### config.mk
export PLATFORM = sky130hd
export DESIGN_NAME = rob_writeback_flat
export DESIGN_NICKNAME = d
export VERILOG_FILES = /design/src/rob_cfg_pkg.sv /design/src/rob_ifs.sv /design/src/rob_writeback.sv /design/src/flat_wrapper.sv
export SDC_FILE = /design/constraint.sdc
export NUM_CORES = 1
export LEC_CHECK = 0
export ABC_AREA = 1
export CORE_AREA = 2 2 82 84
export DETAILED_ROUTE_END_ITERATION = 12
export DIE_AREA = 0 0 84 86
export DONT_BUFFER_PORTS = 1
export GPL_ROUTABILITY_DRIVEN = 0
export GPL_TIMING_DRIVEN = 0
export PLACE_DENSITY = 0.33
export SYNTH_ARGS = -nofsm -noshare
export SYNTH_HDL_FRONTEND = slang
export SYNTH_SLANG_ARGS = --single-unit
### constraint.sdc
create_clock -name vclk -period 0.8
set_input_delay 0.16 -clock vclk [all_inputs]
set_output_delay 0.16 -clock vclk [all_outputs]
set_load 0.005 [all_outputs]
### src/rob_cfg_pkg.sv
package rob_cfg_pkg;

    // buffer sizing
    localparam int rob_depth = 16;
    localparam int rob_idx_w = $clog2(rob_depth);

    // datapath widths
    localparam int xlen    = 32;
    localparam int order_w = 64;

    // register file addressing
    localparam int preg_w = 6;
    localparam int areg_w = 5;

    // entry index into the buffer
    typedef logic [rob_idx_w-1:0] rob_idx_t;

    // head and tail pointers carry one extra wrap bit
    typedef logic [rob_idx_w:0] rob_ptr_t;

endpackage : rob_cfg_pkg
### src/rob_ifs.sv
`timescale 1ns/10ps

// completion updates from writeback into the queue
interface rob_cdb_if;
    import rob_cfg_pkg::*;

    // alu slot
    logic             alu_valid;
    rob_idx_t         alu_idx;
    logic [xlen-1:0]  alu_rd_wdata;

    // branch slot
    logic             br_valid;
    rob_idx_t         br_idx;
    logic [xlen-1:0]  br_rd_wdata;
    logic             br_redirect;
    logic [xlen-1:0]  br_redirect_addr;

    modport src (
        output alu_valid, alu_idx, alu_rd_wdata,
        output br_valid, br_idx, br_rd_wdata, br_redirect, br_redirect_addr
    );

    modport dst (
        input alu_valid, alu_idx, alu_rd_wdata,
        input br_valid, br_idx, br_rd_wdata, br_redirect, br_redirect_addr
    );
endinterface : rob_cdb_if


### src/rob_writeback.sv
`timescale 1ns/10ps

module rob_writeback (
    // alu completion
    input  logic                          alu_valid,
    input  rob_cfg_pkg::rob_idx_t         alu_idx,
    input  logic [rob_cfg_pkg::xlen-1:0]  alu_rd_wdata,

    // branch completion
    input  logic                          br_valid,
    input  rob_cfg_pkg::rob_idx_t         br_idx,
    input  logic [rob_cfg_pkg::xlen-1:0]  br_rd_wdata,
    input  logic                          br_pc_select,
    input  logic [rob_cfg_pkg::xlen-1:0]  br_pc_branch,

    rob_cdb_if.src                        cdb
);

    logic collide;
    logic take_redirect;

    // both buses on one slot, branch result is kept
    assign collide = alu_valid && br_valid && (alu_idx == br_idx);

    // redirect only recorded for a taken branch
    assign take_redirect = br_valid && br_pc_select;

    // alu slot
    assign cdb.alu_valid    = alu_valid && !collide;
    assign cdb.alu_idx      = alu_idx;
    assign cdb.alu_rd_wdata = alu_rd_wdata;

    // branch slot
    assign cdb.br_valid         = br_valid;
    assign cdb.br_idx           = br_idx;
    assign cdb.br_rd_wdata      = br_rd_wdata;
    assign cdb.br_redirect      = take_redirect;
    assign cdb.br_redirect_addr = take_redirect ? br_pc_branch : '0;

endmodule : rob_writeback

### src/flat_wrapper.sv
// flat-port wrapper written by rule: the top's interface ports become plain ports
module rob_writeback_flat 
  (alu_valid, alu_idx, alu_rd_wdata, br_valid, br_idx, br_rd_wdata, br_pc_select, br_pc_branch, cdb_alu_valid, cdb_alu_idx, cdb_alu_rd_wdata, cdb_br_valid, cdb_br_idx, cdb_br_rd_wdata, cdb_br_redirect, cdb_br_redirect_addr);
  rob_cdb_if cdb_i ();
  input  logic alu_valid;
  input  rob_cfg_pkg::rob_idx_t alu_idx;
  input  logic [rob_cfg_pkg::xlen-1:0] alu_rd_wdata;
  input  logic br_valid;
  input  rob_cfg_pkg::rob_idx_t br_idx;
  input  logic [rob_cfg_pkg::xlen-1:0] br_rd_wdata;
  input  logic br_pc_select;
  input  logic [rob_cfg_pkg::xlen-1:0] br_pc_branch;
  output wire logic [$bits(cdb_i.alu_valid)-1:0] cdb_alu_valid;
  output wire logic [$bits(cdb_i.alu_idx)-1:0] cdb_alu_idx;
  output wire logic [$bits(cdb_i.alu_rd_wdata)-1:0] cdb_alu_rd_wdata;
  output wire logic [$bits(cdb_i.br_valid)-1:0] cdb_br_valid;
  output wire logic [$bits(cdb_i.br_idx)-1:0] cdb_br_idx;
  output wire logic [$bits(cdb_i.br_rd_wdata)-1:0] cdb_br_rd_wdata;
  output wire logic [$bits(cdb_i.br_redirect)-1:0] cdb_br_redirect;
  output wire logic [$bits(cdb_i.br_redirect_addr)-1:0] cdb_br_redirect_addr;
  assign cdb_alu_valid = cdb_i.alu_valid;
  assign cdb_alu_idx = cdb_i.alu_idx;
  assign cdb_alu_rd_wdata = cdb_i.alu_rd_wdata;
  assign cdb_br_valid = cdb_i.br_valid;
  assign cdb_br_idx = cdb_i.br_idx;
  assign cdb_br_rd_wdata = cdb_i.br_rd_wdata;
  assign cdb_br_redirect = cdb_i.br_redirect;
  assign cdb_br_redirect_addr = cdb_i.br_redirect_addr;
  rob_writeback u_core (.alu_valid(alu_valid), .alu_idx(alu_idx), .alu_rd_wdata(alu_rd_wdata), .br_valid(br_valid), .br_idx(br_idx), .br_rd_wdata(br_rd_wdata), .br_pc_select(br_pc_select), .br_pc_branch(br_pc_branch), .cdb(cdb_i));
endmodule
Word-level counts from Yosys, hierarchy flattened
Index checks and enable logic that the tools add are counted.
{ "op_classes": {"muxes": 1, "n_eq_ne": 1, "reduce_logical": 5} }
{ "op_table": {"columns": ["op", "n"], "rows": [
  ["$mux W32", 1],
  ["$eq A4 B4 Y1", 1],
  ["$logic_and A1 B1 Y1", 4],
  ["$logic_not A1 Y1", 1]
]} }
{ "word_totals": {"output_inout_bits": 107, "reg_bits": 0, "elab_cells": 7, "in_bits": 107} }

Depth between registers and ports, before layout
{ "logic_depth": {"ltp_word": 4, "mapped_depth": 6, "depth_no_buf": 6} }

Worst setup path before layout
Ideal clock, no wire load.
{ "synth_path": {"path_kind": "input to output", "startpoint": "input port br_idx[0]", "endpoint": "output port cdb_alu_valid", "setup_slack_ns": 0.072, "arrival_time_ns": 0.568, "cell_stages": 5, "cell_sequence": "inv_1 or2_0 nand3_1 nor2_1 nor2_1"} }
{ "synth_via": {"elab_chain_cells": 4} }
{ "synth_rtl": {"columns": ["element", "line", "source"], "rows": [
  ["start, declared", "flat_wrapper.sv:9", "input rob_cfg_pkg::rob_idx_t br_idx;"],
  ["$eq A4 B4 Y1", "rob_writeback.sv:23", "assign collide = alu_valid && br_valid && (alu_idx == br_idx);"],
  ["$logic_and A1 B1 Y1", "rob_writeback.sv:23", null],
  ["$logic_not A1 Y1", "rob_writeback.sv:29", "assign cdb.alu_valid = alu_valid && !collide;"],
  ["$logic_and A1 B1 Y1", "rob_writeback.sv:29", null],
  ["end, declared", "flat_wrapper.sv:13", "output wire logic [$bits(cdb_i.alu_valid)-1:0] cdb_alu_valid;"]
]} }
No other way between the ends.

Final worst setup path
{ "layout_path": {"startpoint": "input port alu_idx[0]", "endpoint": "output port cdb_alu_valid"} }
{ "layout_via": {"elab_chain_cells": 4} }
{ "layout_rtl": {"columns": ["element", "line", "source"], "rows": [
  ["start, declared", "flat_wrapper.sv:6", "input rob_cfg_pkg::rob_idx_t alu_idx;"],
  ["$eq A4 B4 Y1", "rob_writeback.sv:23", null],
  ["$logic_and A1 B1 Y1", "rob_writeback.sv:23", null],
  ["$logic_not A1 Y1", "rob_writeback.sv:29", null],
  ["$logic_and A1 B1 Y1", "rob_writeback.sv:29", null]
]} }
No other way between the ends.

==> impl_metrics.py <==
metrics = {
    "min_path": {
        "min_path_type": "primary input to primary output",
        "worstHoldStart": "br_pc_branch[27]",
        "whs_endpoint": "cdb_br_redirect_addr[27]",
        "min_path_cells": 2,
    },
    "synth": {
        "seq_area_frac_synth": 0,
        "synth_cell_types": 9,
        "avgSynthCellArea_um2": 5.60,
        "synth_area_um2": 925,
        "syn-num-nets": 272,
        "yosys_warnings": 0,
        "syn-instance-count": 165,
    },
    "grt": {
        "gr-total-overflow": 0,
        "antenna_found_initial": 0,
        "grt_pass1_wl_um": 2700,
        "grt_pass1_vias": 577,
        "grt_max_degree": 11,
        "grt_usage": 0.0443,
    },
    "setup_path": {
        "crit_slowest_cell": "or2_0",
        "worstPathRequired_ns": 0.64,
        "path_buf_inv": 0,
        "critPathLaunchType": "primary input",
        "cp_top_family": "simple AND/OR/NAND/NOR gates",
        "crit_fanout": 3,
        "timing.critical_path.mode_cell": "nor2_1",
        "cp-end-kind": "primary output",
        "crit_path_cell_trace": "or2_0 -> nand3_1 -> nor2_1 -> nor2_1",
        "cpPeakStageDelay_ns": 0.20,
        "crit_type": "primary input to primary output",
        "cp_num_cells": 4,
        "cp.arrival_ns": 0.61,
    },
    "floorplan": {
        "dieArea_um2": 7220,
        "core-area_um2": 6280,
        "start_util": 0.147,
        "rows": 29,
        "num_io_pins": 214,
        "die_y_um": 86,
        "die_w_um": 84,
    },
    "power": {
        "powerDensity_nw_per_um2": 453,
        "power_uw": 464,
        "power.leakage_nw": 0.697,
        "peakVddDrop_uv": 148,
    },
    "drt": {
        "ant_nets": 0,
        "remaining_drc_errors": 0,
        "wire_per_inst_um": 9.69,
        "dr.pass1.iters": 4,
        "vias": 814,
        "drt_iter0_drc": 5,
        "wl_um": 2350,
        "via_per_inst": 3.36,
    },
    "sta": {
        "hold_slack_ns": 0.394,
        "tns_ns": 0,
        "fin_crit_sh": 0.958,
        "hold_violations": 0,
        "setup_ws_ns": 0.0335,
        "worst_slew_pin_slew_ns": 0.177,
        "maxSlewViolCount": 0,
        "max_freq_mhz": 1300,
        "rsz0062_at_grt": "true",
        "setup_violations": 0,
        "slew_headroom": 0.882,
        "layout_min_cycle_time_ns": 0.767,
    },
    "cts": {
        "holdBufCountCts": 0,
        "postCtsSetupBuffers": 0,
    },
    "placement": {
        "hpwlAfterDp_um": 2230,
        "numPortBuffers": 0,
        "dp_slack_ns": 0.00111,
    },
    "final_layout": {
        "utilization": 0.163,
        "antennaDiodeCount": 0,
        "n_clock_buffer": 0,
        "drive_gt1_frac": 0.473,
        "design.seq.count": 0,
        "seqCellArea_um2": 0,
        "syn2layout_area_growth_pct": 10.7,
        "nFillCells": 739,
        "nets": 274,
    },
    "run_status": {
        "outcome": "complete, no violations",
    },
    "flow_run": {
        "cap_violations": 0,
    },
}
cell type report:
cell class	instances	area, um2	area share
multi-input cells	47	185	0.181
well taps	77	96.3	0.0941
plain buffers	76	582	0.568
inverters	42	160	0.156
worst max-delay path by stage:
stage                     startpoint       endpoint
after floorplan            br_idx[0]  cdb_alu_valid
after global placement     br_idx[0]  cdb_alu_valid
after detailed placement   br_idx[0]  cdb_alu_valid
after CTS                  br_idx[0]  cdb_alu_valid
after global routing      alu_idx[0]  cdb_alu_valid
final                     alu_idx[0]  cdb_alu_valid
cells in the final DEF, fill, tap and decap left out:
cell	n
a21oi_1	1
buf_4	73
buf_6	3
inv_1	41
inv_4	1
nand2_1	8
nand2_2	1
nand3_1	2
nor2_1	34
or2_0	1
cells by family after synthesis:
| kind of cell | after synthesis | synth area share |
|---|---|---|
| buffers and inverters | 118 | 0.800 |
| AO/OA/AOI/OAI | 1 | 0.00541 |
| AND/OR/NAND/NOR | 46 | 0.195 |
what timing repair did:
item / in CTS / in global routing
endpoints found under the setup margin: 0 / 1
gates resized for setup: 0 / 2
hold endpoints to repair: 0 / 0
synth_stat cells:
cell     count  area, um2
a21oi_1      1       5.00
buf_4       73        548
buf_6        3       33.8
inv_1       42        158
nand2_1      8       30.0
nand2_2      1       6.26
nand3_1      2       10.0
nor2_1      34        128
or2_0        1       6.26
power breakdown:
group	switching, mW	leakage (nW)	internal (mW)
clock network	0	0	0
logic	0.184	0.697	0.280
registers	0	0	0
total	0.184	0.697	0.280
stage by stage:
stage	instance area (um2)	std cells
6_report	1020	242
5_1_grt	1020	242
3_3_place_gp	1020	242
2_1_floorplan	925	165
3_5_place_dp	1020	242
4_1_cts	1020	242
layer usage:
layer | global-route usage | routed length, um | vias up
met4 | 0 | 0 | 0
li1 | - | - | 380
met2 | 0.0982 | 1300 | 102
met3 | 0.00674 | 335 | 0
met5 | 0 | 0 | -
met1 | 0.0452 | 708 | 332
(Power assumes the default switching activity.)
