==> src/rob_cfg_pkg.sv <==
package rob_cfg_pkg;

    // buffer sizing
    localparam int rob_depth = 16;
    localparam int rob_idx_w = $clog2(rob_depth);

    // datapath widths
    localparam int xlen    = 32;
    localparam int order_w = 64;

    // register file addressing
    localparam int preg_w = 6;
    localparam int areg_w = 5;

    // entry index into the buffer
    typedef logic [rob_idx_w-1:0] rob_idx_t;

    // head and tail pointers carry one extra wrap bit
    typedef logic [rob_idx_w:0] rob_ptr_t;

endpackage : rob_cfg_pkg
==> src/rv32i_pkg.sv <==
package rv32i_pkg;

    // major opcodes, low seven bits of the instruction
    typedef enum logic [6:0] {
        op_lui   = 7'b0110111,
        op_auipc = 7'b0010111,
        op_jal   = 7'b1101111,
        op_jalr  = 7'b1100111,
        op_br    = 7'b1100011,
        op_load  = 7'b0000011,
        op_store = 7'b0100011,
        op_imm   = 7'b0010011,
        op_reg   = 7'b0110011
    } opcode_e;

    // addi x0, x0, 0
    localparam logic [31:0] nop_inst = 32'h0000_0013;

    // one buffer slot
    typedef struct packed {
        logic                              valid;
        logic                              done;
        logic                              is_nop;
        logic [rob_cfg_pkg::preg_w-1:0]    pd;
        logic [rob_cfg_pkg::areg_w-1:0]    rd_addr;
        logic [rob_cfg_pkg::areg_w-1:0]    rs1_addr;
        logic [rob_cfg_pkg::areg_w-1:0]    rs2_addr;
        logic                              regf_we;
        logic [rob_cfg_pkg::xlen-1:0]      pc_rdata;
        logic [rob_cfg_pkg::xlen-1:0]      pc_wdata;
        logic [rob_cfg_pkg::xlen-1:0]      inst;
        logic [rob_cfg_pkg::xlen-1:0]      rd_wdata;
        // set by a taken branch, acted on at retire
        logic                              redirect;
        logic [rob_cfg_pkg::xlen-1:0]      redirect_addr;
    } rob_entry_t;

endpackage : rv32i_pkg

==> src/rob_dispatch.sv <==
`timescale 1ns/10ps

module rob_dispatch (
    input  logic                            enqueue_valid,
    input  logic [rob_cfg_pkg::preg_w-1:0]  phys_reg,
    input  logic [rob_cfg_pkg::areg_w-1:0]  arch_reg,
    input  logic [rob_cfg_pkg::areg_w-1:0]  rs1_s,
    input  logic [rob_cfg_pkg::areg_w-1:0]  rs2_s,
    input  logic [rob_cfg_pkg::xlen-1:0]    inst,
    input  logic [rob_cfg_pkg::xlen-1:0]    pc_rdata,
    input  logic [rob_cfg_pkg::xlen-1:0]    pc_wdata,
    input  logic                            regf_we,
    input  logic                            full,
    output logic                            alloc_valid,
    output rv32i_pkg::rob_entry_t           alloc_entry
);
    import rv32i_pkg::*;

    opcode_e op;
    logic    rd_used;
    logic    rs1_used;
    logic    rs2_used;

    assign op = opcode_e'(inst[6:0]);

    // which register fields the opcode actually reads or writes
    always_comb begin
        rd_used  = 1'b1;
        rs1_used = 1'b1;
        rs2_used = 1'b1;
        case (op)
            op_store: rd_used = 1'b0;
            op_lui, op_auipc, op_jal: begin
                rs1_used = 1'b0;
                rs2_used = 1'b0;
            end
            op_imm, op_load, op_jalr: rs2_used = 1'b0;
            default: ;
        endcase
    end

    // refused outright while the buffer is full
    assign alloc_valid = enqueue_valid && !full;

    always_comb begin
        alloc_entry          = '0;
        alloc_entry.valid    = 1'b1;
        alloc_entry.done     = 1'b0;
        alloc_entry.is_nop   = (inst == nop_inst);
        alloc_entry.pd       = phys_reg;
        alloc_entry.rd_addr  = rd_used  ? arch_reg : '0;
        alloc_entry.rs1_addr = rs1_used ? rs1_s    : '0;
        alloc_entry.rs2_addr = rs2_used ? rs2_s    : '0;
        alloc_entry.regf_we  = regf_we;
        alloc_entry.pc_rdata = pc_rdata;
        alloc_entry.pc_wdata = pc_wdata;
        alloc_entry.inst     = inst;
    end

endmodule : rob_dispatch

==> config.mk <==
export PLATFORM = sky130hd
export DESIGN_NAME = rob_dispatch
export DESIGN_NICKNAME = d
export VERILOG_FILES = /design/src/rob_cfg_pkg.sv /design/src/rv32i_pkg.sv /design/src/rob_dispatch.sv
export SDC_FILE = /design/constraint.sdc
export NUM_CORES = 1
export LEC_CHECK = 0
export ABC_AREA = 1
export ABC_CLOCK_PERIOD_IN_PS = 1000
export CAP_MARGIN = 20
export CORE_AREA = 2 2 120 122
export DETAILED_ROUTE_END_ITERATION = 12
export DIE_AREA = 0 0 122 124
export DONT_BUFFER_PORTS = 1
export PLACE_DENSITY = 0.3
export SLEW_MARGIN = 10
export SYNTH_ARGS = -nofsm -noshare
export SYNTH_HDL_FRONTEND = slang
export SYNTH_SLANG_ARGS = --single-unit
==> constraint.sdc <==
create_clock -name vclk -period 1
set_input_delay 0.2 -clock vclk [all_inputs]
set_output_delay 0.2 -clock vclk [all_outputs]
set_load 0.01 [all_outputs]
After elaboration in Yosys (flattened, before gate mapping)
Cells that the tools add are included.
Storage, ports and cells
  register bits after elaboration: 0
  bits in latches: 0
  memory bits (writable): 0
  bits in read-only memories: 0
  input port bits: 120
  output and inout port bits: 187
  logic and storage cells: 15
  memories kept: 0
Cells by class
  add/subtract/negate cells: 0
  multipliers: 0
  divide/modulo/power cells: 0
  order comparisons: 0
  eq/ne operators: 8
  shift operators: 0
  muxes and demuxes: 3
  bitwise gates (word level): 0
  reductions and logical operators: 4
Operators with widths (number)
  32-bit by 5-bit == test with 1-bit output, second input constant: 1
  5-bit 2-to-1 mux: 3
  7-bit by 5-bit == test with 1-bit output, second input constant: 2
  7-bit by 6-bit == test with 1-bit output, second input constant: 2
  7-bit == test, second input constant: 2
  7-bit by 2-bit == test with 1-bit output, second input constant: 1
  6-bit OR reduction: 1
  3-bit OR reduction: 1
  1-bit logical AND: 1
  1-bit logical NOT: 1

Longest topological paths before layout
Gate-level depths: netlist of run 1.
  depth after elaboration: 3
  mapped depth: 8
  gate-level depth less buffers: 8

Least setup slack after synthesis of run 1
OpenSTA, ideal clock, no wires.
  path type: input-to-output
  from: input inst[1] (netlist bit)
  to: output alloc_entry[162] (netlist bit)
  arrival: 0.827 ns
  data required time: 0.800 ns
  setup slack: -0.027 ns
  cell stages on the path: 7
  path buffers: 0
  cell sequence: nand2_1 inv_1 nand2_1 nor2_1 nor2_1 nand2_2 nor2_1
RTL lines
  start: declaration: RTL line rob_dispatch.sv:9  | input logic [rob_cfg_pkg::xlen-1:0] inst,
  end: declaration: RTL line rob_dispatch.sv:15  | output rv32i_pkg::rob_entry_t alloc_entry

==> summary.md, run 1 <==
| Metric | Value |
|---|---|
| Status | `complete, but fails checks` |
| Failing checks | `negative setup slack` |
| Hold WC Path Type | `in2out` |
| Number of max-cap violations | `0` |
| Core area | `between 0.01 and 0.015 mm^2` |
| Die height | `124 um` |
| Req. time, crit path | `0.80 ns` |
| Io pins | `307` |
| Routability cong. | `approximately 0.56` |
| First DRT Iteration DRCs | `3` |
| Die area | `0.0151 mm^2` |
| Endpoints failing setup | `13` |
| Setup CP Type | `in2out` |
| Routed WL | `between 3 and 4 mm` |
| RSZ-0062 raised after global routing | `yes` |
| Synth warnings | `0` |
| CP arrival | `0.91 ns` |
| Largest net degree at the start of global routing | `7` |
| Leak pwr | `0.000467 uW` |
| FF/Latch Area | `0 um^2` |
| Nature of the critical path endpoint | `output port` |
| Global-route wire length before repair | `3.62 mm` |
| Placed instance count | `330` |
| Seq_cells | `0` |
| Area Overhead vs Synth | `-36.3%` |
| Die width | `122 um` |
| DP Worst Slack | `-0.214 ns` |
| Post-synthesis instance total | `252` |
| DRC viols | `0` |
| Startpoint Class | `input pin` |
| Antenna violations before repair | `0` |
| Highest Clock Rate | `0.905 GHz` |
| Total congestion overflow | `0` |
| Total number of vias | `784` |
| Post-Synth XOR/XNOR Area | `0` |
| Worst setup margin | `-0.105 ns` |
| Peak supply drop | `about 0.000034 V` |
| # port buffers | `0` |
| Mapped Area | `0.00162 mm^2` |
| Cell Rows | `43` |
| Antenna cells | `0` |
| Vias per Instance | `between 2 and 2.5` |
| Hold Buf Count CTS | `0` |
| Final period util | `1.11` |
| Share of cells above drive strength 1 | `0.258` |
| Seq/Total Area, Yosys | `0` |
| Worst-path fanout max | `4` |
| Max Slew Vio Count | `0` |
| Vias in the first global route | `706` |
| PwrDens | `274 mW/mm^2` |
| Drt first pass iters | `2` |
| Detailed placement HPWL | `about 2.8 mm` |
| Total GRT Usage | `0.0316` |
| Largest family of logic cells by synthesized area | `buffers and inverters` |
| Post-synthesis mux area share | `0` |
| Compound-Gate Fraction of Synth Area | `0` |
| Avg WL per Cell | `9.32 um` |
| Post-Synth Adder-Cell Area | `0` |
| Initial Utilization | `0.118` |
| Syn_area_per_cell | `6.41 um^2` |
| Clk_buf instances | `0` |
| Netlist cell types | `13` |
| Tmin final | `1.11 ns` |
| Fin nets | `273` |
| Synth Area in Simple Gates | `0.156` |
| Post-route antenna net violation count | `0` |
| Final cell count without fillers | `around 330` |
| Hold violation total from the final report | `0` |
==> stage by stage <==
stage	TNS, ns	total power [uW]	hold WS [ns]	util	area, um^2
final	-0.933	282	0.400	0.0750	1030
after global routing	-1.57	319	0.400	0.0750	1030
after CTS	-0.872	268	0.400	0.0725	995
after detailed placement	-1.50	219	0.400	0.0607	833
after global placement	-1.16	216	0.400	0.0607	833
after floorplan	-0.136	815	0.448	-	1860
==> Yosys cell counts (all sizes together) <==
cell type    n  area share
nand2       13       0.036
inv         21       0.049
nor2        39       0.091
or2          2      0.0078
nor3         1      0.0062
conb         2      0.0046
nand3        4       0.015
buf        170        0.79
==> final cells by class <==
class | instances | area, um^2
inverters | 21 | 85.1
fillers | 1616 | 12700
repair buffers | 4 | 37.5
multi-input cells | 126 | 681
well taps | 180 | 225
==> cell families (layout without fill, tap and decap cells) <==
kind of cell	Yosys count	after routing
buf+inv	191	25
other cells	2	67
simple gates	59	59
==> power by group <==
group / switching (uW) / total (uW) / internal [uW]
Combinational: 215 / 282 / 67.0
Clock: 0 / 0 / 0
Sequential: 0 / 0 / 0
==> layout by cell type (no fill, tap or decap), types with 2 or more instances in the layout <==
cell type,netlist,routed
conb_1,2,67
inv_2,1,2
nand2_1,11,8
nor2_2,0,6
nor2_4,0,15
nand2_2,1,3
nand3_4,0,2
buf_6,0,2
inv_1,20,17
nor2_1,39,18
buf_4,170,2
==> final timing paths <==
| kind | start | end | slack [ns] | cells after the start |
|---|---|---|---|---|
| max | inst[4] | alloc_entry[183] | -0.11 | 5 |
| min | pc_wdata[6] | alloc_entry[103] | 0.40 | 0 |
==> critical path: stages <==
cell and delay (ns):
clkinvlp_4 0.11, or2_4 0.28, nor2_4 0.10, nand3_4 0.09, nor2_4 0.12
==> metal layers <==
metal	global-route usage	part of all wire
met1	0.0192	0.21
met2	0.0656	0.54
met3	0.00641	0.14
met4	0.0402	0.12
met5	0	0
==> what timing repair did <==
action / in CTS / in global routing
pin swaps: 7 / 6
endpoints found under the setup margin: 16 / 16
gates resized for setup: 41 / 10
setup buffers: 1 / 0
Power figures use the tool's default switching activity.
==> run 2, diff against run 1 <==
- ABC_CLOCK_PERIOD_IN_PS: 1000 -> 1400
- clock period: 1 -> 1.4 ns (I/O delays scaled with it)
==> summary.md, run 2 (same netlist as run 1, synthesis figures left out) <==
| Metric | Value |
|---|---|
| Status | `finished clean` |
| Endpoints failing setup | `0 (-13)` |
| Fillers | `1655 (+2.4%)` |
| PwrDens | `198 mW/mm^2 (-28%)` |
| Global-route wire length before repair | `3.92 mm (+8.4%)` |
| Seq_cells | `0 (unchanged)` |
| Setup CP Type | `in2out` |
| Detailed placement HPWL | `3.21 mm (+17%)` |
| Avg WL per Cell | `10.3 um (+11%)` |
| Drt first pass iters | `2 (unchanged)` |
| Tot Pwr | `181 uW (-36%)` |
| Startpoint Class | `input pin` |
| Commonest non-fill, non-tap cell in the layout | `conb_1` |
| Initial Utilization | `0.118 (unchanged)` |
| Routed WL | `3.47 mm (+13%)` |
| Leak pwr | `0.000470 uW (+0.66%)` |
| Hold WC Path Type | `in2out` |
| Vias per Instance | `2.31 (-2.6%)` |
| Most frequent cells in the layout | `67 x conb_1, 31 x nor2_1, 18 x inv_1` |
| Fin nets | `278 (+1.8%)` |
| Total congestion overflow | `0 (unchanged)` |
| Number of max-cap violations | `0 (unchanged)` |
| Peak supply drop | `0.0000219 V (-36%)` |
| Worst-path fanout max | `5 (+1)` |
| Routability cong. | `0.652 (+16%)` |
| Post-route antenna net violation count | `0 (unchanged)` |
| # port buffers | `0 (unchanged)` |
| Highest Clock Rate | `around 0.77 GHz` |
| Tmin final | `around 1.3 ns` |
| Die width | `122 um (unchanged)` |
| Req. time, crit path | `1.12 ns (+0.32 ns)` |
| Clk_buf instances | `0 (unchanged)` |
| Antenna cells | `0 (unchanged)` |
| CP arrival | `1.03 ns (+0.12 ns)` |
| Share of cells above drive strength 1 | `0.179 (-0.0788)` |
| Placed instance count | `336 (+1.8%)` |
| Vias in the first global route | `714 (+1.1%)` |
| Antenna violations before repair | `0 (unchanged)` |
| First DRT Iteration DRCs | `1 (-2)` |
| RSZ-0062 raised after global routing | `no` |
| Hold path depth | `0 (unchanged)` |
| DRC viols | `0 (unchanged)` |
| Largest net degree at the start of global routing | `6 (-1)` |
| Final period util | `0.933` |
| Final cell count without fillers | `336 (+1.5%)` |
| Die area | `0.0151 mm^2 (unchanged)` |
| Max Slew Vio Count | `0 (unchanged)` |
| Hold violation total from the final report | `0 (unchanged)` |
| Area Overhead vs Synth | `-43.4%` |
| Total GRT Usage | `0.0359 (+0.00424)` |
| Die height | `124 um (unchanged)` |
| Cell Rows | `43 (unchanged)` |
| Core area | `0.0137 mm^2 (unchanged)` |
| Nature of the critical path endpoint | `output port` |
| Fin Setup TNS | `0 ns (+0.933 ns)` |
| FF/Latch Area | `0 um^2 (unchanged)` |
| Total number of vias | `775 (-1.1%)` |
| Worst Hold Slack | `0.560 ns (+0.160 ns)` |
| Io pins | `307 (unchanged)` |
| Post-CTS setup buffers | `0 (-1)` |
[run 2: cell count changes in the layout (fill, tap and decap cells not counted), moves of 2 or more]
cell     change
nand3_4      -2
buf_6        -2
nor2_2       +2
buf_4        +7
nor2_1      +13
nor2_4      -15
[run 2: per-stage QoR]
stage | util | area [um^2] | worst slack, ns
after floorplan | - | 1860 | 0.213
after global placement | 0.0638 | 876 | 0.0247
after detailed placement | 0.0638 | 876 | -0.0355
after CTS | 0.0642 | 881 | 0.00523
after global routing | 0.0667 | 915 | 0.00330
final | 0.0667 | 915 | 0.0936
[run 2: cell type report]
class	instances	area, um^2	share of cell area
Multi-Input combinational cell	126	539	0.590
Tap cell	180	225	0.246
Inverter	21	82.6	0.0903
Timing Repair Buffer	9	67.6	0.0739
[run 2: worst paths after layout]
path	from	slack, ns	endpoint
worst min-delay path	pc_wdata[28]	0.56	alloc_entry[125]
worst max-delay path	inst[1]	0.09	alloc_entry[165]
[run 2: power breakdown]
part	internal, uW	total (uW)	switching (uW)	leakage [uW]
Combinational	41.0	181	140	0.000470
Clock	0	0	0	0
Sequential	0	0	0	0
Total	41.0	181	140	0.000470
[run 2: per-layer routing]
metal / wire, um / part of all wire / track usage
met1: 613 / 0.18 / 0.0184
met2: 1800 / 0.52 / 0.0737
met3: 672 / 0.19 / 0.0156
met4: 382 / 0.11 / 0.0431
met5: 0 / 0 / 0
[run 2: worst max-delay path, stage by stage]
cell	delay (ns)
nand2_2	0.07
inv_2	0.04
buf_4	0.12
nand3_2	0.08
nand2_4	0.05
inv_2	0.06
nand2_4	0.07
nor2_2	0.11
buf_4	0.13
[run 2: what timing repair did]
| action | CTS | global route |
|---|---|---|
| pin swaps | 3 | 1 |
| gates resized for setup | 2 | 12 |
| hold buffers | 0 | 0 |
| setup endpoints to repair | 5 | 6 |
