### src/rob_cfg_pkg.sv
package rob_cfg_pkg;

    // buffer sizing
    localparam int rob_depth = 16;
    localparam int rob_idx_w = $clog2(rob_depth);

    // datapath widths
    localparam int xlen    = 32;
    localparam int order_w = 64;

    // register file addressing
    localparam int preg_w = 6;
    localparam int areg_w = 5;

    // entry index into the buffer
    typedef logic [rob_idx_w-1:0] rob_idx_t;

    // head and tail pointers carry one extra wrap bit
    typedef logic [rob_idx_w:0] rob_ptr_t;

endpackage : rob_cfg_pkg
### src/rv32i_pkg.sv
package rv32i_pkg;

    // major opcodes, low seven bits of the instruction
    typedef enum logic [6:0] {
        op_lui   = 7'b0110111,
        op_auipc = 7'b0010111,
        op_jal   = 7'b1101111,
        op_jalr  = 7'b1100111,
        op_br    = 7'b1100011,
        op_load  = 7'b0000011,
        op_store = 7'b0100011,
        op_imm   = 7'b0010011,
        op_reg   = 7'b0110011
    } opcode_e;

    // addi x0, x0, 0
    localparam logic [31:0] nop_inst = 32'h0000_0013;

    // one buffer slot
    typedef struct packed {
        logic                              valid;
        logic                              done;
        logic                              is_nop;
        logic [rob_cfg_pkg::preg_w-1:0]    pd;
        logic [rob_cfg_pkg::areg_w-1:0]    rd_addr;
        logic [rob_cfg_pkg::areg_w-1:0]    rs1_addr;
        logic [rob_cfg_pkg::areg_w-1:0]    rs2_addr;
        logic                              regf_we;
        logic [rob_cfg_pkg::xlen-1:0]      pc_rdata;
        logic [rob_cfg_pkg::xlen-1:0]      pc_wdata;
        logic [rob_cfg_pkg::xlen-1:0]      inst;
        logic [rob_cfg_pkg::xlen-1:0]      rd_wdata;
        // set by a taken branch, acted on at retire
        logic                              redirect;
        logic [rob_cfg_pkg::xlen-1:0]      redirect_addr;
    } rob_entry_t;

endpackage : rv32i_pkg

### src/rob_ifs.sv


// head of the queue seen by commit
interface rob_head_if;
    import rv32i_pkg::*;

    rob_entry_t  head_entry;
    logic        empty;
    // advances the head by one
    logic        retire;
    // drops every entry
    logic        flush;

    modport dst (
        output head_entry, empty,
        input  retire, flush
    );

    modport src (
        input  head_entry, empty,
        output retire, flush
    );
endinterface : rob_head_if

### src/rob_commit.sv
`timescale 1ns/10ps

module rob_commit (
    input  logic                             clk,
    input  logic                             rst,

    rob_head_if.src                          head,

    // retire record
    output logic                             retire_valid,
    output logic [rob_cfg_pkg::order_w-1:0]  retire_order,
    output logic [rob_cfg_pkg::xlen-1:0]     retire_pc_rdata,
    output logic [rob_cfg_pkg::xlen-1:0]     retire_pc_wdata,
    output logic [rob_cfg_pkg::xlen-1:0]     retire_inst,
    output logic [rob_cfg_pkg::xlen-1:0]     retire_rd_wdata,
    output logic [rob_cfg_pkg::preg_w-1:0]   retire_pd,
    output logic [rob_cfg_pkg::areg_w-1:0]   retire_rd_addr,
    output logic [rob_cfg_pkg::areg_w-1:0]   retire_rs1_addr,
    output logic [rob_cfg_pkg::areg_w-1:0]   retire_rs2_addr,
    output logic                             retire_regf_we,

    // front end redirect
    output logic                             redirect_valid,
    output logic [rob_cfg_pkg::xlen-1:0]     redirect_addr
);
    import rob_cfg_pkg::*;

    logic [order_w-1:0] order_q;

    // head is ready once its result is in
    assign retire_valid = !head.empty && head.head_entry.valid && head.head_entry.done;
    assign head.retire  = retire_valid;

    assign retire_order    = order_q;
    assign retire_pc_rdata = head.head_entry.pc_rdata;
    assign retire_pc_wdata = head.head_entry.pc_wdata;
    assign retire_inst     = head.head_entry.inst;
    assign retire_pd       = head.head_entry.pd;
    assign retire_rd_addr  = head.head_entry.rd_addr;
    assign retire_rs1_addr = head.head_entry.rs1_addr;
    assign retire_rs2_addr = head.head_entry.rs2_addr;
    assign retire_regf_we  = head.head_entry.regf_we;

    // a nop never reports a write value
    assign retire_rd_wdata = head.head_entry.is_nop ? '0 : head.head_entry.rd_wdata;

    // taken branch at retire empties the buffer
    assign redirect_valid = retire_valid && head.head_entry.redirect;
    assign redirect_addr  = head.head_entry.redirect_addr;
    assign head.flush     = redirect_valid;

    always_ff @(posedge clk) begin
        if (rst) begin
            order_q <= '0;
        end else if (retire_valid) begin
            order_q <= order_q + 1'b1;
        end
    end

endmodule : rob_commit

### src/flat_wrapper.sv
// flat-port wrapper written by rule: the top's interface ports become plain ports
module rob_commit_flat import rob_cfg_pkg::*;
  (clk, rst, retire_valid, retire_order, retire_pc_rdata, retire_pc_wdata, retire_inst, retire_rd_wdata, retire_pd, retire_rd_addr, retire_rs1_addr, retire_rs2_addr, retire_regf_we, redirect_valid, redirect_addr, head_head_entry, head_empty, head_retire, head_flush);
  rob_head_if head_i ();
  input  logic clk;
  input  logic rst;
  output logic retire_valid;
  output logic [rob_cfg_pkg::order_w-1:0] retire_order;
  output logic [rob_cfg_pkg::xlen-1:0] retire_pc_rdata;
  output logic [rob_cfg_pkg::xlen-1:0] retire_pc_wdata;
  output logic [rob_cfg_pkg::xlen-1:0] retire_inst;
  output logic [rob_cfg_pkg::xlen-1:0] retire_rd_wdata;
  output logic [rob_cfg_pkg::preg_w-1:0] retire_pd;
  output logic [rob_cfg_pkg::areg_w-1:0] retire_rd_addr;
  output logic [rob_cfg_pkg::areg_w-1:0] retire_rs1_addr;
  output logic [rob_cfg_pkg::areg_w-1:0] retire_rs2_addr;
  output logic retire_regf_we;
  output logic redirect_valid;
  output logic [rob_cfg_pkg::xlen-1:0] redirect_addr;
  input wire logic [$bits(head_i.head_entry)-1:0] head_head_entry;
  input wire logic [$bits(head_i.empty)-1:0] head_empty;
  output wire logic [$bits(head_i.retire)-1:0] head_retire;
  output wire logic [$bits(head_i.flush)-1:0] head_flush;
  assign head_i.head_entry = head_head_entry;
  assign head_i.empty = head_empty;
  assign head_retire = head_i.retire;
  assign head_flush = head_i.flush;
  rob_commit u_core (.clk(clk), .rst(rst), .head(head_i), .retire_valid(retire_valid), .retire_order(retire_order), .retire_pc_rdata(retire_pc_rdata), .retire_pc_wdata(retire_pc_wdata), .retire_inst(retire_inst), .retire_rd_wdata(retire_rd_wdata), .retire_pd(retire_pd), .retire_rd_addr(retire_rd_addr), .retire_rs1_addr(retire_rs1_addr), .retire_rs2_addr(retire_rs2_addr), .retire_regf_we(retire_regf_we), .redirect_valid(redirect_valid), .redirect_addr(redirect_addr));
endmodule
### config.mk
export PLATFORM = sky130hd
export DESIGN_NAME = rob_commit_flat
export DESIGN_NICKNAME = d
export VERILOG_FILES = /design/src/rob_cfg_pkg.sv /design/src/rv32i_pkg.sv /design/src/rob_ifs.sv /design/src/rob_commit.sv /design/src/flat_wrapper.sv
export SDC_FILE = /design/constraint.sdc
export NUM_CORES = 1
export LEC_CHECK = 0
export BUFFER_PORTS_ARGS = -buffer_cell sky130_fd_sc_hd__buf_2
export CAP_MARGIN = 40
export CORE_AREA = 2 2 171 173
export CTS_CLUSTER_SIZE = 16
export DETAILED_ROUTE_END_ITERATION = 7
export DIE_AREA = 0 0 173 175
export GPL_ROUTABILITY_DRIVEN = 1
export SYNTH_ARGS = -nofsm -noshare
export SYNTH_HDL_FRONTEND = slang
export SYNTH_SLANG_ARGS = --single-unit
export TNS_END_PERCENT = 50
### constraint.sdc
create_clock -name clk -period 4.8 [get_ports clk]
set_clock_uncertainty 0.05 [all_clocks]
set_input_delay 0.24 -clock clk [delete_from_list [all_inputs] [get_ports clk]]
set_output_delay 0.24 -clock clk [all_outputs]
set_load 0.02 [all_outputs]
# Yosys cells after proc, flatten, opt, wreduce, memory -nomap -nowiden
# Index checks and enable logic that the tools add are counted.
word_totals:
  register_bits: 64
classes:
  n_addsub: 1
  reduce_logical: 4
  muxes: 1
op_table:
  columns: ["operator", "count"]
  rows:
  - ["64-bit by 1-bit adder with 64-bit output, second input constant", 1]
  - ["32-bit two-way mux", 1]
  - ["1-bit logical AND", 3]
  - ["1-bit logical NOT", 1]

# Depth between registers and ports, before layout
# Gate-level depths: netlist of the first run.
depth:
  depth_word: 4
  depth_mapped: 7
  depth_no_buf: 6

# Worst setup path after synthesis of the first run
# No wires, ideal clock.
synth_path:
  kind: "flip-flop to flip-flop"
  startpoint: "register u_core.order_q[9], in the netlist u_core.retire_order[9]"
  endpoint: "register u_core.order_q[37], in the netlist u_core.retire_order[37]"
  period_less_slack_ns: 2.238
  setup_ns: 0.070
  slack_ns: 2.562
  stages_incl_launch_ff: 7
  arrival_time_ns: 2.117
  required_time_ns: 4.680
  cell_sequence: "dfxtp_1 > nand4_2 > or4_1 > buf_2 > nor4_4 > or3b_1 > a21oi_1"
synth_between:
  elab_chain_cells: 1
synth_rtl:
  columns: ["element", "line", "source"]
  rows:
  - ["start: declaration", "rob_commit.sv:28", "logic [order_w-1:0] order_q;"]
  - ["start signal: assignment", "rob_commit.sv:56", "order_q <= order_q + 1'b1;"]
  - ["64-bit by 1-bit adder with 64-bit output", "rob_commit.sv:56", null]
# Every way passes these cells.
# A chain may end at the register's enable or synchronous reset.

# Worst setup path after layout of the first run
layout_path:
  startpoint: "register u_core.order_q[0], in the netlist u_core.retire_order[0]"
  endpoint: "register u_core.order_q[60], in the netlist u_core.retire_order[60]"
# The elaborated chain is that of the path after synthesis.

==> run_summary.xml, run 1 <==
<?xml version="1.0" encoding="UTF-8"?>
<metrics>
  <group name="place">
    <metric name="port-buffer-count" unit="">138</metric>
    <metric name="gpl.final_weighted_congestion" unit="">0.925</metric>
    <metric name="post_dp_cell_area" unit="um2">4510</metric>
    <metric name="pre_cts_ws" unit="ns">1.94</metric>
    <metric name="dp_cells" unit="">927</metric>
    <metric name="detailed_place_hpwl" unit="mm">13.4</metric>
  </group>
  <group name="worst_setup_path">
    <metric name="worstPathArrival" unit="ns">3.13</metric>
    <metric name="startpoint_type" unit="">flop</metric>
    <metric name="critical-path-top-cell-by-count" unit="">nand4_1</metric>
    <metric name="reg2reg_depth" unit="">6</metric>
    <metric name="crit_path_max_incr_delay" unit="ns">0.68</metric>
    <metric name="end_kind" unit="">flop</metric>
    <metric name="critical_path_class" unit="">reg2reg</metric>
    <metric name="crit_chain" unit="">ha_1 &gt; nand4_1 &gt; nor4_2 &gt; nand4_1 &gt; or4_1 &gt; a21oi_1</metric>
    <metric name="worst_r2r_endpoint" unit="">u_core.retire_order[60]$_SDFFE_PP0N_</metric>
    <metric name="path_buf_inv" unit="">0</metric>
    <metric name="worst_r2r_startpoint" unit="">u_core.retire_order[0]$_SDFFE_PP0N_</metric>
    <metric name="slowest_stage" unit="">or4_1</metric>
    <metric name="worst-endpoint-required" unit="ns">5.01</metric>
    <metric name="critical_path.startpoint" unit="">u_core.retire_order[0]$_SDFFE_PP0N_</metric>
    <metric name="timing.critical_path.fanout_max" unit="">16</metric>
    <metric name="reg2reg_slack" unit="ns">1.88</metric>
    <metric name="crit_cells" unit="">6</metric>
    <metric name="cp_delay_by_family_top" unit="">simple AND/OR/NAND/NOR gates</metric>
    <metric name="critical_path.endpoint" unit="">u_core.retire_order[60]$_SDFFE_PP0N_</metric>
  </group>
  <group name="pwr">
    <metric name="swShare" unit="">0.231</metric>
    <metric name="power" unit="mW">1.27</metric>
    <metric name="power.share.clock" unit="">0.515</metric>
    <metric name="p_per_area" unit="nW/um2">264</metric>
    <metric name="seqPwrFrac" unit="">0.419</metric>
    <metric name="static-leakage-power" unit="nW">1.84</metric>
    <metric name="peakVddDrop" unit="mV">0.159</metric>
    <metric name="net_switching_power" unit="mW">0.294</metric>
    <metric name="power_report.internal_total" unit="mW">0.978</metric>
    <metric name="p_comb_frac" unit="">0.066</metric>
  </group>
  <group name="clock_tree">
    <metric name="cts_max_path_buffers" unit="">2</metric>
    <metric name="htree_levels" unit="">3</metric>
    <metric name="cts_sinks" unit="">64</metric>
    <metric name="clk_pin_slew" unit="ns">0.06</metric>
    <metric name="tritoncts.num_buffers" unit="">9</metric>
    <metric name="cts_setup_buffers" unit="">0</metric>
    <metric name="clock_insertion_delay_at_the_later_pin_of_the_skew_report" unit="ns">0.33</metric>
    <metric name="ctsResizeCount" unit="">0</metric>
    <metric name="post_cts_hold_buffer_count" unit="">0</metric>
    <metric name="cts_tree" unit="">done</metric>
    <metric name="cts_root_buffer" unit="">clkbuf_16</metric>
  </group>
  <group name="yosys">
    <metric name="synth-edff-count" unit="">0</metric>
    <metric name="ys.warnings.count" unit="">0</metric>
    <metric name="netlist_top_cells_count" unit="">152 x buf_4, 64 x dfxtp_1, 54 x nor2_1, 33 x nor2b_1, 31 x nand4_1</metric>
    <metric name="synth.most_common_cell" unit="">buf_4</metric>
    <metric name="sequential_cell_area_fraction_in_the_yosys_report" unit="">0.284</metric>
    <metric name="synth_top_area_frac" unit="">0.284</metric>
    <metric name="netlist_top_cells_area" unit="">dfxtp_1 28%, buf_4 25%, nor2b_1 4.6%</metric>
    <metric name="synth_seq_cells" unit="">64</metric>
    <metric name="synth_cell_types" unit="">42</metric>
    <metric name="postSynthAreaPerCell" unit="um2">7.92</metric>
    <metric name="ys.flop_type" unit="">dfxtp_1</metric>
    <metric name="post_synth_instance_area" unit="um2">4510</metric>
    <metric name="share_of_synthesized_registers_carrying_an_async_set_or_reset" unit="">0</metric>
    <metric name="compound_gate_fraction_of_synth_area" unit="">0.0637</metric>
    <metric name="largest_family_of_logic_cells_by_synthesized_area" unit="">simple AND/OR/NAND/NOR gates</metric>
    <metric name="synth_adder_area_share" unit="">0.00277</metric>
    <metric name="synthesis.nets" unit="">760</metric>
    <metric name="yosys.area_share.xor_xnor" unit="">0.0737</metric>
    <metric name="muxShareOfSynthArea" unit="">0.00471</metric>
    <metric name="simple_gate_share_of_the_synthesized_area" unit="">0.295</metric>
    <metric name="post_synth_inst_count" unit="">570</metric>
    <metric name="synth_top_area_cell" unit="">dfxtp_1</metric>
  </group>
  <group name="finish">
    <metric name="max_reg_flops" unit="">64</metric>
    <metric name="multi_input_area" unit="um2">1990</metric>
    <metric name="seq_area" unit="um2">1280</metric>
    <metric name="post_layout_nonfiller_instances" unit="">943</metric>
    <metric name="area_growth" unit="%">6.62</metric>
    <metric name="final_core_utilization" unit="">0.170</metric>
    <metric name="share_of_post_route_cells_with_drive_strength_above_1" unit="">0.299</metric>
    <metric name="nFillCells" unit="">3299</metric>
    <metric name="postLayoutCellArea" unit="um2">4810</metric>
    <metric name="final_nets" unit="">744</metric>
    <metric name="diodes" unit="">0</metric>
  </group>
  <group name="floorplanning">
    <metric name="die_w" unit="um">173</metric>
    <metric name="initial_core_util" unit="">0.159</metric>
    <metric name="core_area" unit="um2">28400</metric>
    <metric name="die_area" unit="um2">30300</metric>
    <metric name="std_cell_rows" unit="">62</metric>
    <metric name="io-pin-count" unit="">439</metric>
    <metric name="die-height" unit="um">175</metric>
  </group>
  <group name="min_path">
    <metric name="hp-class" unit="">in2reg</metric>
  </group>
  <group name="timing">
    <metric name="setup_ws" unit="ns">1.88</metric>
    <metric name="timing.slew.headroom" unit="">0.517</metric>
    <metric name="post-route-period-util" unit="">0.609</metric>
    <metric name="totalNegativeSetupSlack" unit="ns">0</metric>
    <metric name="worst_slew_pin_slew" unit="ns">0.725</metric>
    <metric name="timing.final.setup_violations" unit="">0</metric>
    <metric name="maxClockFrequency" unit="MHz">342</metric>
    <metric name="hold-worst-slack" unit="ns">0.284</metric>
    <metric name="setup_repair_after_global_routing_missed_its_margin" unit="">false</metric>
    <metric name="finalMaxSlewViolations" unit="">0</metric>
    <metric name="hold_viol" unit="">0</metric>
    <metric name="fin_crit" unit="ns">2.92</metric>
  </group>
  <group name="global_route">
    <metric name="grt_first_pass_wirelength" unit="mm">23.4</metric>
    <metric name="antenna_violations_before_repair" unit="">0</metric>
    <metric name="grt_start_max_net_pins" unit="">68</metric>
    <metric name="grt_pass1_vias" unit="">3592</metric>
    <metric name="grt.total_usage" unit="">0.103</metric>
    <metric name="grt.overflow.total" unit="">0</metric>
  </group>
  <group name="drt">
    <metric name="vias" unit="">3820</metric>
    <metric name="drt_wl_total" unit="mm">16.3</metric>
    <metric name="post_drt_via_cell_ratio" unit="">4.05</metric>
    <metric name="detail-route-antenna-nets" unit="">0</metric>
    <metric name="detail_route.wl_per_cell" unit="um">17.3</metric>
    <metric name="drc_errors" unit="">0</metric>
    <metric name="detail_route.iter0.violations" unit="">212</metric>
    <metric name="firstDrtPassIters" unit="">4</metric>
  </group>
  <group name="run_status">
    <metric name="run_status" unit="">completed</metric>
  </group>
  <group name="flow_run">
    <metric name="number_of_maximum_capacitance_violations" unit="">0</metric>
  </group>
</metrics>
-- tightest hold or removal path, stage by stage --
cell,delay [ns]
buf_2,0.09
nor2_1,0.11
xnor2_1,0.15
nor2_1,0.04
-- cell families (layout without fill, tap and decap cells) --
| group | Yosys count | in the layout |
|---|---|---|
| buffers and inverters | 179 | 168 |
| DFF | 64 | 64 |
| AOI/OAI and AO/OA | 48 | 48 |
| muxes | 2 | 2 |
| adders and majority gates | 1 | 1 |
| xor gates and xnor gates | 38 | 38 |
| and+or+nand+nor | 238 | 238 |
-- final cells by class --
type                            instances  share of cell area
Tap cell                              384              0.0998
Inverter                               11             0.00858
Clock inverter                          5              0.0117
Timing Repair Buffer                  141               0.149
Sequential cell                        64               0.266
Clock buffer                           11              0.0504
Multi-Input combinational cell        327               0.414
-- placed cells by master (no fill, tap or decap), types with 2 or more instances in the layout --
cell type  count
a21oi_1       21
a31o_2         2
and2_1         3
and3_1         6
and4_1        10
buf_2        138
buf_4          2
clkbuf_16      9
clkinv_2       2
dfxtp_1       64
inv_1         11
nand2_1       25
nand3_1       22
nand4_1       31
nor2_1        54
nor2b_1       33
nor3_1        12
nor4_1        11
nor4_2         3
o21ai_0       13
o21ba_2        2
o31ai_1        5
or3_1         14
or4_1          6
xnor2_1       19
xor2_1        19
-- per-layer routing --
metal,global-route usage,routed length [um],part of all wire
met1,0.0966,5290,0.32
met2,0.180,8200,0.50
met3,0.0607,2200,0.13
met4,0.0505,653,0.040
met5,0,0,0
-- worst min path at each step --
stage / endpoint / depth (start not counted) / start
after floorplan: u_core.retire_order[63]$_SDFFE_PP0N_ / 2 / rst
after global placement: redirect_addr[7] / 0 / head_head_entry[7]
after detailed placement: redirect_addr[7] / 0 / head_head_entry[7]
after CTS: u_core.retire_order[0]$_SDFFE_PP0N_ / 4 / head_empty
after global routing: u_core.retire_order[0]$_SDFFE_PP0N_ / 4 / head_empty
final: u_core.retire_order[0]$_SDFFE_PP0N_ / 4 / head_empty
-- power by group through the flow --
stage               Combinational (mW)  Sequential (mW)  Clock (mW)
floorplan                        0.227            0.545           0
global placement                0.0858            0.544           0
detailed placement              0.0851            0.545           0
CTS                             0.0858            0.533       0.674
global route                    0.0895            0.533       0.698
finish                          0.0840            0.533       0.655
Power figures use the tool's default switching activity.
==> run 2: changes to the inputs <==
clock period = 2.65 ns   (was 4.8 ns; I/O delays follow)
==> run_summary.xml, run 2 (synthesis results as in run 1) <==
<?xml version="1.0" encoding="UTF-8"?>
<metrics>
  <group name="drt">
    <metric name="vias" unit="">3847</metric>
    <metric name="firstDrtPassIters" unit="">4</metric>
    <metric name="detail_route.iter0.violations" unit="">185</metric>
    <metric name="post_drt_via_cell_ratio" unit="">4.04</metric>
    <metric name="drt_wl_total" unit="mm">16.6</metric>
    <metric name="drc_errors" unit="">0</metric>
    <metric name="detail-route-antenna-nets" unit="">0</metric>
    <metric name="detail_route.wl_per_cell" unit="um">17.4</metric>
  </group>
  <group name="place">
    <metric name="post_dp_cell_area" unit="um2">4570</metric>
    <metric name="gpl.final_weighted_congestion" unit="">0.937</metric>
    <metric name="detailed_place_hpwl" unit="mm">13.5</metric>
    <metric name="dp_cells" unit="">935</metric>
    <metric name="port-buffer-count" unit="">138</metric>
  </group>
  <group name="clock_tree">
    <metric name="cts_setup_buffers" unit="">0</metric>
    <metric name="cts_max_path_buffers" unit="">2</metric>
    <metric name="tritoncts.num_buffers" unit="">9</metric>
    <metric name="cts_tree" unit="">done</metric>
    <metric name="cts_root_buffer" unit="">clkbuf_16</metric>
    <metric name="htree_levels" unit="">3</metric>
    <metric name="clock_insertion_delay_at_the_later_pin_of_the_skew_report" unit="ns">0.33</metric>
    <metric name="clk_pin_slew" unit="ns">0.05</metric>
    <metric name="cts_sinks" unit="">64</metric>
  </group>
  <group name="finish">
    <metric name="layout.cells.most_common_list" unit="">138 x buf_2, 64 x dfxtp_1, 54 x nor2_1, 33 x nor2b_1, 31 x nand4_1</metric>
    <metric name="seq_area" unit="um2">1280</metric>
    <metric name="postLayoutCellArea" unit="um2">4870</metric>
    <metric name="post_layout_nonfiller_instances" unit="">952</metric>
    <metric name="multi_input_area" unit="um2">2000</metric>
    <metric name="diodes" unit="">0</metric>
    <metric name="share_of_post_route_cells_with_drive_strength_above_1" unit="">0.306</metric>
    <metric name="final_nets" unit="">753</metric>
    <metric name="area_growth" unit="%">7.82</metric>
    <metric name="max_reg_flops" unit="">64</metric>
    <metric name="leading_cell_type_in_the_layout_fill_and_taps_excluded" unit="">buf_2</metric>
    <metric name="nFillCells" unit="">3254</metric>
  </group>
  <group name="global_route">
    <metric name="antenna_violations_before_repair" unit="">0</metric>
    <metric name="grt.total_usage" unit="">0.103</metric>
    <metric name="grt.overflow.total" unit="">0</metric>
    <metric name="grt_first_pass_wirelength" unit="mm">23.5</metric>
    <metric name="grt_start_max_net_pins" unit="">41</metric>
    <metric name="grt_pass1_vias" unit="">3655</metric>
  </group>
  <group name="timing">
    <metric name="fin_crit" unit="ns">2.40</metric>
    <metric name="worst_slew_pin_slew" unit="ns">0.638</metric>
    <metric name="post-route-period-util" unit="">0.904</metric>
    <metric name="totalNegativeSetupSlack" unit="ns">0</metric>
    <metric name="timing.final.setup_violations" unit="">0</metric>
    <metric name="timing.slew.headroom" unit="">0.571</metric>
    <metric name="maxClockFrequency" unit="MHz">417</metric>
    <metric name="finalMaxSlewViolations" unit="">0</metric>
    <metric name="hold_viol" unit="">0</metric>
    <metric name="setup_repair_after_global_routing_missed_its_margin" unit="">false</metric>
  </group>
  <group name="worst_setup_path">
    <metric name="reg2reg_slack" unit="ns">0.25</metric>
    <metric name="cp_delay_by_family_top" unit="">simple AND/OR/NAND/NOR gates</metric>
    <metric name="startpoint_type" unit="">flop</metric>
    <metric name="worst_r2r_startpoint" unit="">u_core.retire_order[8]$_SDFFE_PP0N_</metric>
    <metric name="crit_cells" unit="">5</metric>
    <metric name="worst-endpoint-required" unit="ns">2.86</metric>
    <metric name="slowest_stage" unit="">or4_1</metric>
    <metric name="critical_path.startpoint" unit="">u_core.retire_order[8]$_SDFFE_PP0N_</metric>
    <metric name="crit_chain" unit="">nand4_2 &gt; or4_1 &gt; nor4_4 &gt; or3b_1 &gt; a21oi_1</metric>
    <metric name="crit_path_max_incr_delay" unit="ns">0.75</metric>
    <metric name="end_kind" unit="">flop</metric>
    <metric name="path_buf_inv" unit="">0</metric>
    <metric name="worstPathArrival" unit="ns">2.61</metric>
    <metric name="timing.critical_path.fanout_max" unit="">7</metric>
    <metric name="worst_r2r_endpoint" unit="">u_core.retire_order[37]$_SDFFE_PP0N_</metric>
    <metric name="critical_path.endpoint" unit="">u_core.retire_order[37]$_SDFFE_PP0N_</metric>
    <metric name="reg2reg_depth" unit="">5</metric>
    <metric name="critical_path_class" unit="">reg2reg</metric>
  </group>
  <group name="floorplanning">
    <metric name="std_cell_rows" unit="">62</metric>
    <metric name="io-pin-count" unit="">439</metric>
    <metric name="core_area" unit="um2">28400</metric>
    <metric name="die-height" unit="um">175</metric>
    <metric name="initial_core_util" unit="">0.159</metric>
    <metric name="die_area" unit="um2">30300</metric>
    <metric name="die_w" unit="um">173</metric>
  </group>
  <group name="flow_run">
    <metric name="number_of_maximum_capacitance_violations" unit="">0</metric>
  </group>
  <group name="pwr">
    <metric name="peakVddDrop" unit="mV">0.235</metric>
    <metric name="p_per_area" unit="nW/um2">466</metric>
    <metric name="static-leakage-power" unit="nW">1.88</metric>
  </group>
  <group name="run_status">
    <metric name="run_status" unit="">completed</metric>
  </group>
  <group name="min_path">
    <metric name="hp-class" unit="">in2reg</metric>
  </group>
</metrics>
run 2: cell types whose count changed in the layout (fill, tap and decap cells not counted), sizes merged:
cell / before / now
clkinvlp: 1 / 0
buf: 140 / 149
clkdlybuf4s15: 1 / 0
dlygate4sd3: 0 / 1
clkbuf: 11 / 12
run 2: routing by layer:
metal	vias up	track usage	part of all wire
li1	1791	-	-
met1	1782	0.0955	0.33
met2	210	0.180	0.50
met3	64	0.0616	0.13
met4	0	0.0494	0.042
met5	-	0	0
run 2: worst min path at each step:
stage / start / to / slack (ns) / depth (start not counted)
after global placement: head_head_entry[7] / redirect_addr[7] / 0.22 / 0
final: head_empty / u_core.retire_order[0]$_SDFFE_PP0N_ / 0.19 / 4
after detailed placement: head_head_entry[7] / redirect_addr[7] / 0.22 / 0
after global routing: head_head_entry[25] / redirect_addr[25] / 0.22 / 0
after CTS: head_empty / u_core.retire_order[0]$_SDFFE_PP0N_ / 0.18 / 4
after floorplan: head_head_entry[183] / retire_rd_wdata[0] / 0.29 / 1
run 2: through the flow:
| step | utilization | hold slack [ns] | total power, mW | worst slack [ns] |
|---|---|---|---|---|
| floorplan | - | 0.293 | 1.40 | 0.412 |
| global placement | 0.161 | 0.215 | 1.14 | 0.317 |
| detailed placement | 0.161 | 0.215 | 1.14 | 0.260 |
| CTS | 0.171 | 0.176 | 2.30 | 0.264 |
| global route | 0.171 | 0.215 | 2.34 | 0.104 |
| finish | 0.171 | 0.188 | 2.27 | 0.253 |
run 2: cell type report:
cell class              count  area share
clock buffers              12      0.0486
clock inverters             4     0.00925
inverters                  11     0.00848
multi-input cells         327       0.411
flip-flops and latches     64       0.263
well taps                 384      0.0987
repair buffers            150       0.161
run 2: tightest hold or removal path, stage by stage:
cell	delay, ns
buf_2	0.09
nor2_1	0.11
xnor2_1	0.15
nor2_1	0.03
run 2: power by group:
| group | leakage [nW] | switching (mW) | internal, mW |
|---|---|---|---|
| Clock | 0.140 | 0.423 | 0.724 |
| Combinational | 1.22 | 0.0984 | 0.0574 |
| Sequential | 0.515 | 0.00190 | 0.964 |
run 2: timing repair:
| action | in CTS | in global routing |
|---|---|---|
| hold buffers | 1 | 0 |
| endpoints found under the setup margin | 0 | 1 |
| gates resized for setup | 0 | 1 |
| endpoints found under the hold margin | 1 | 0 |
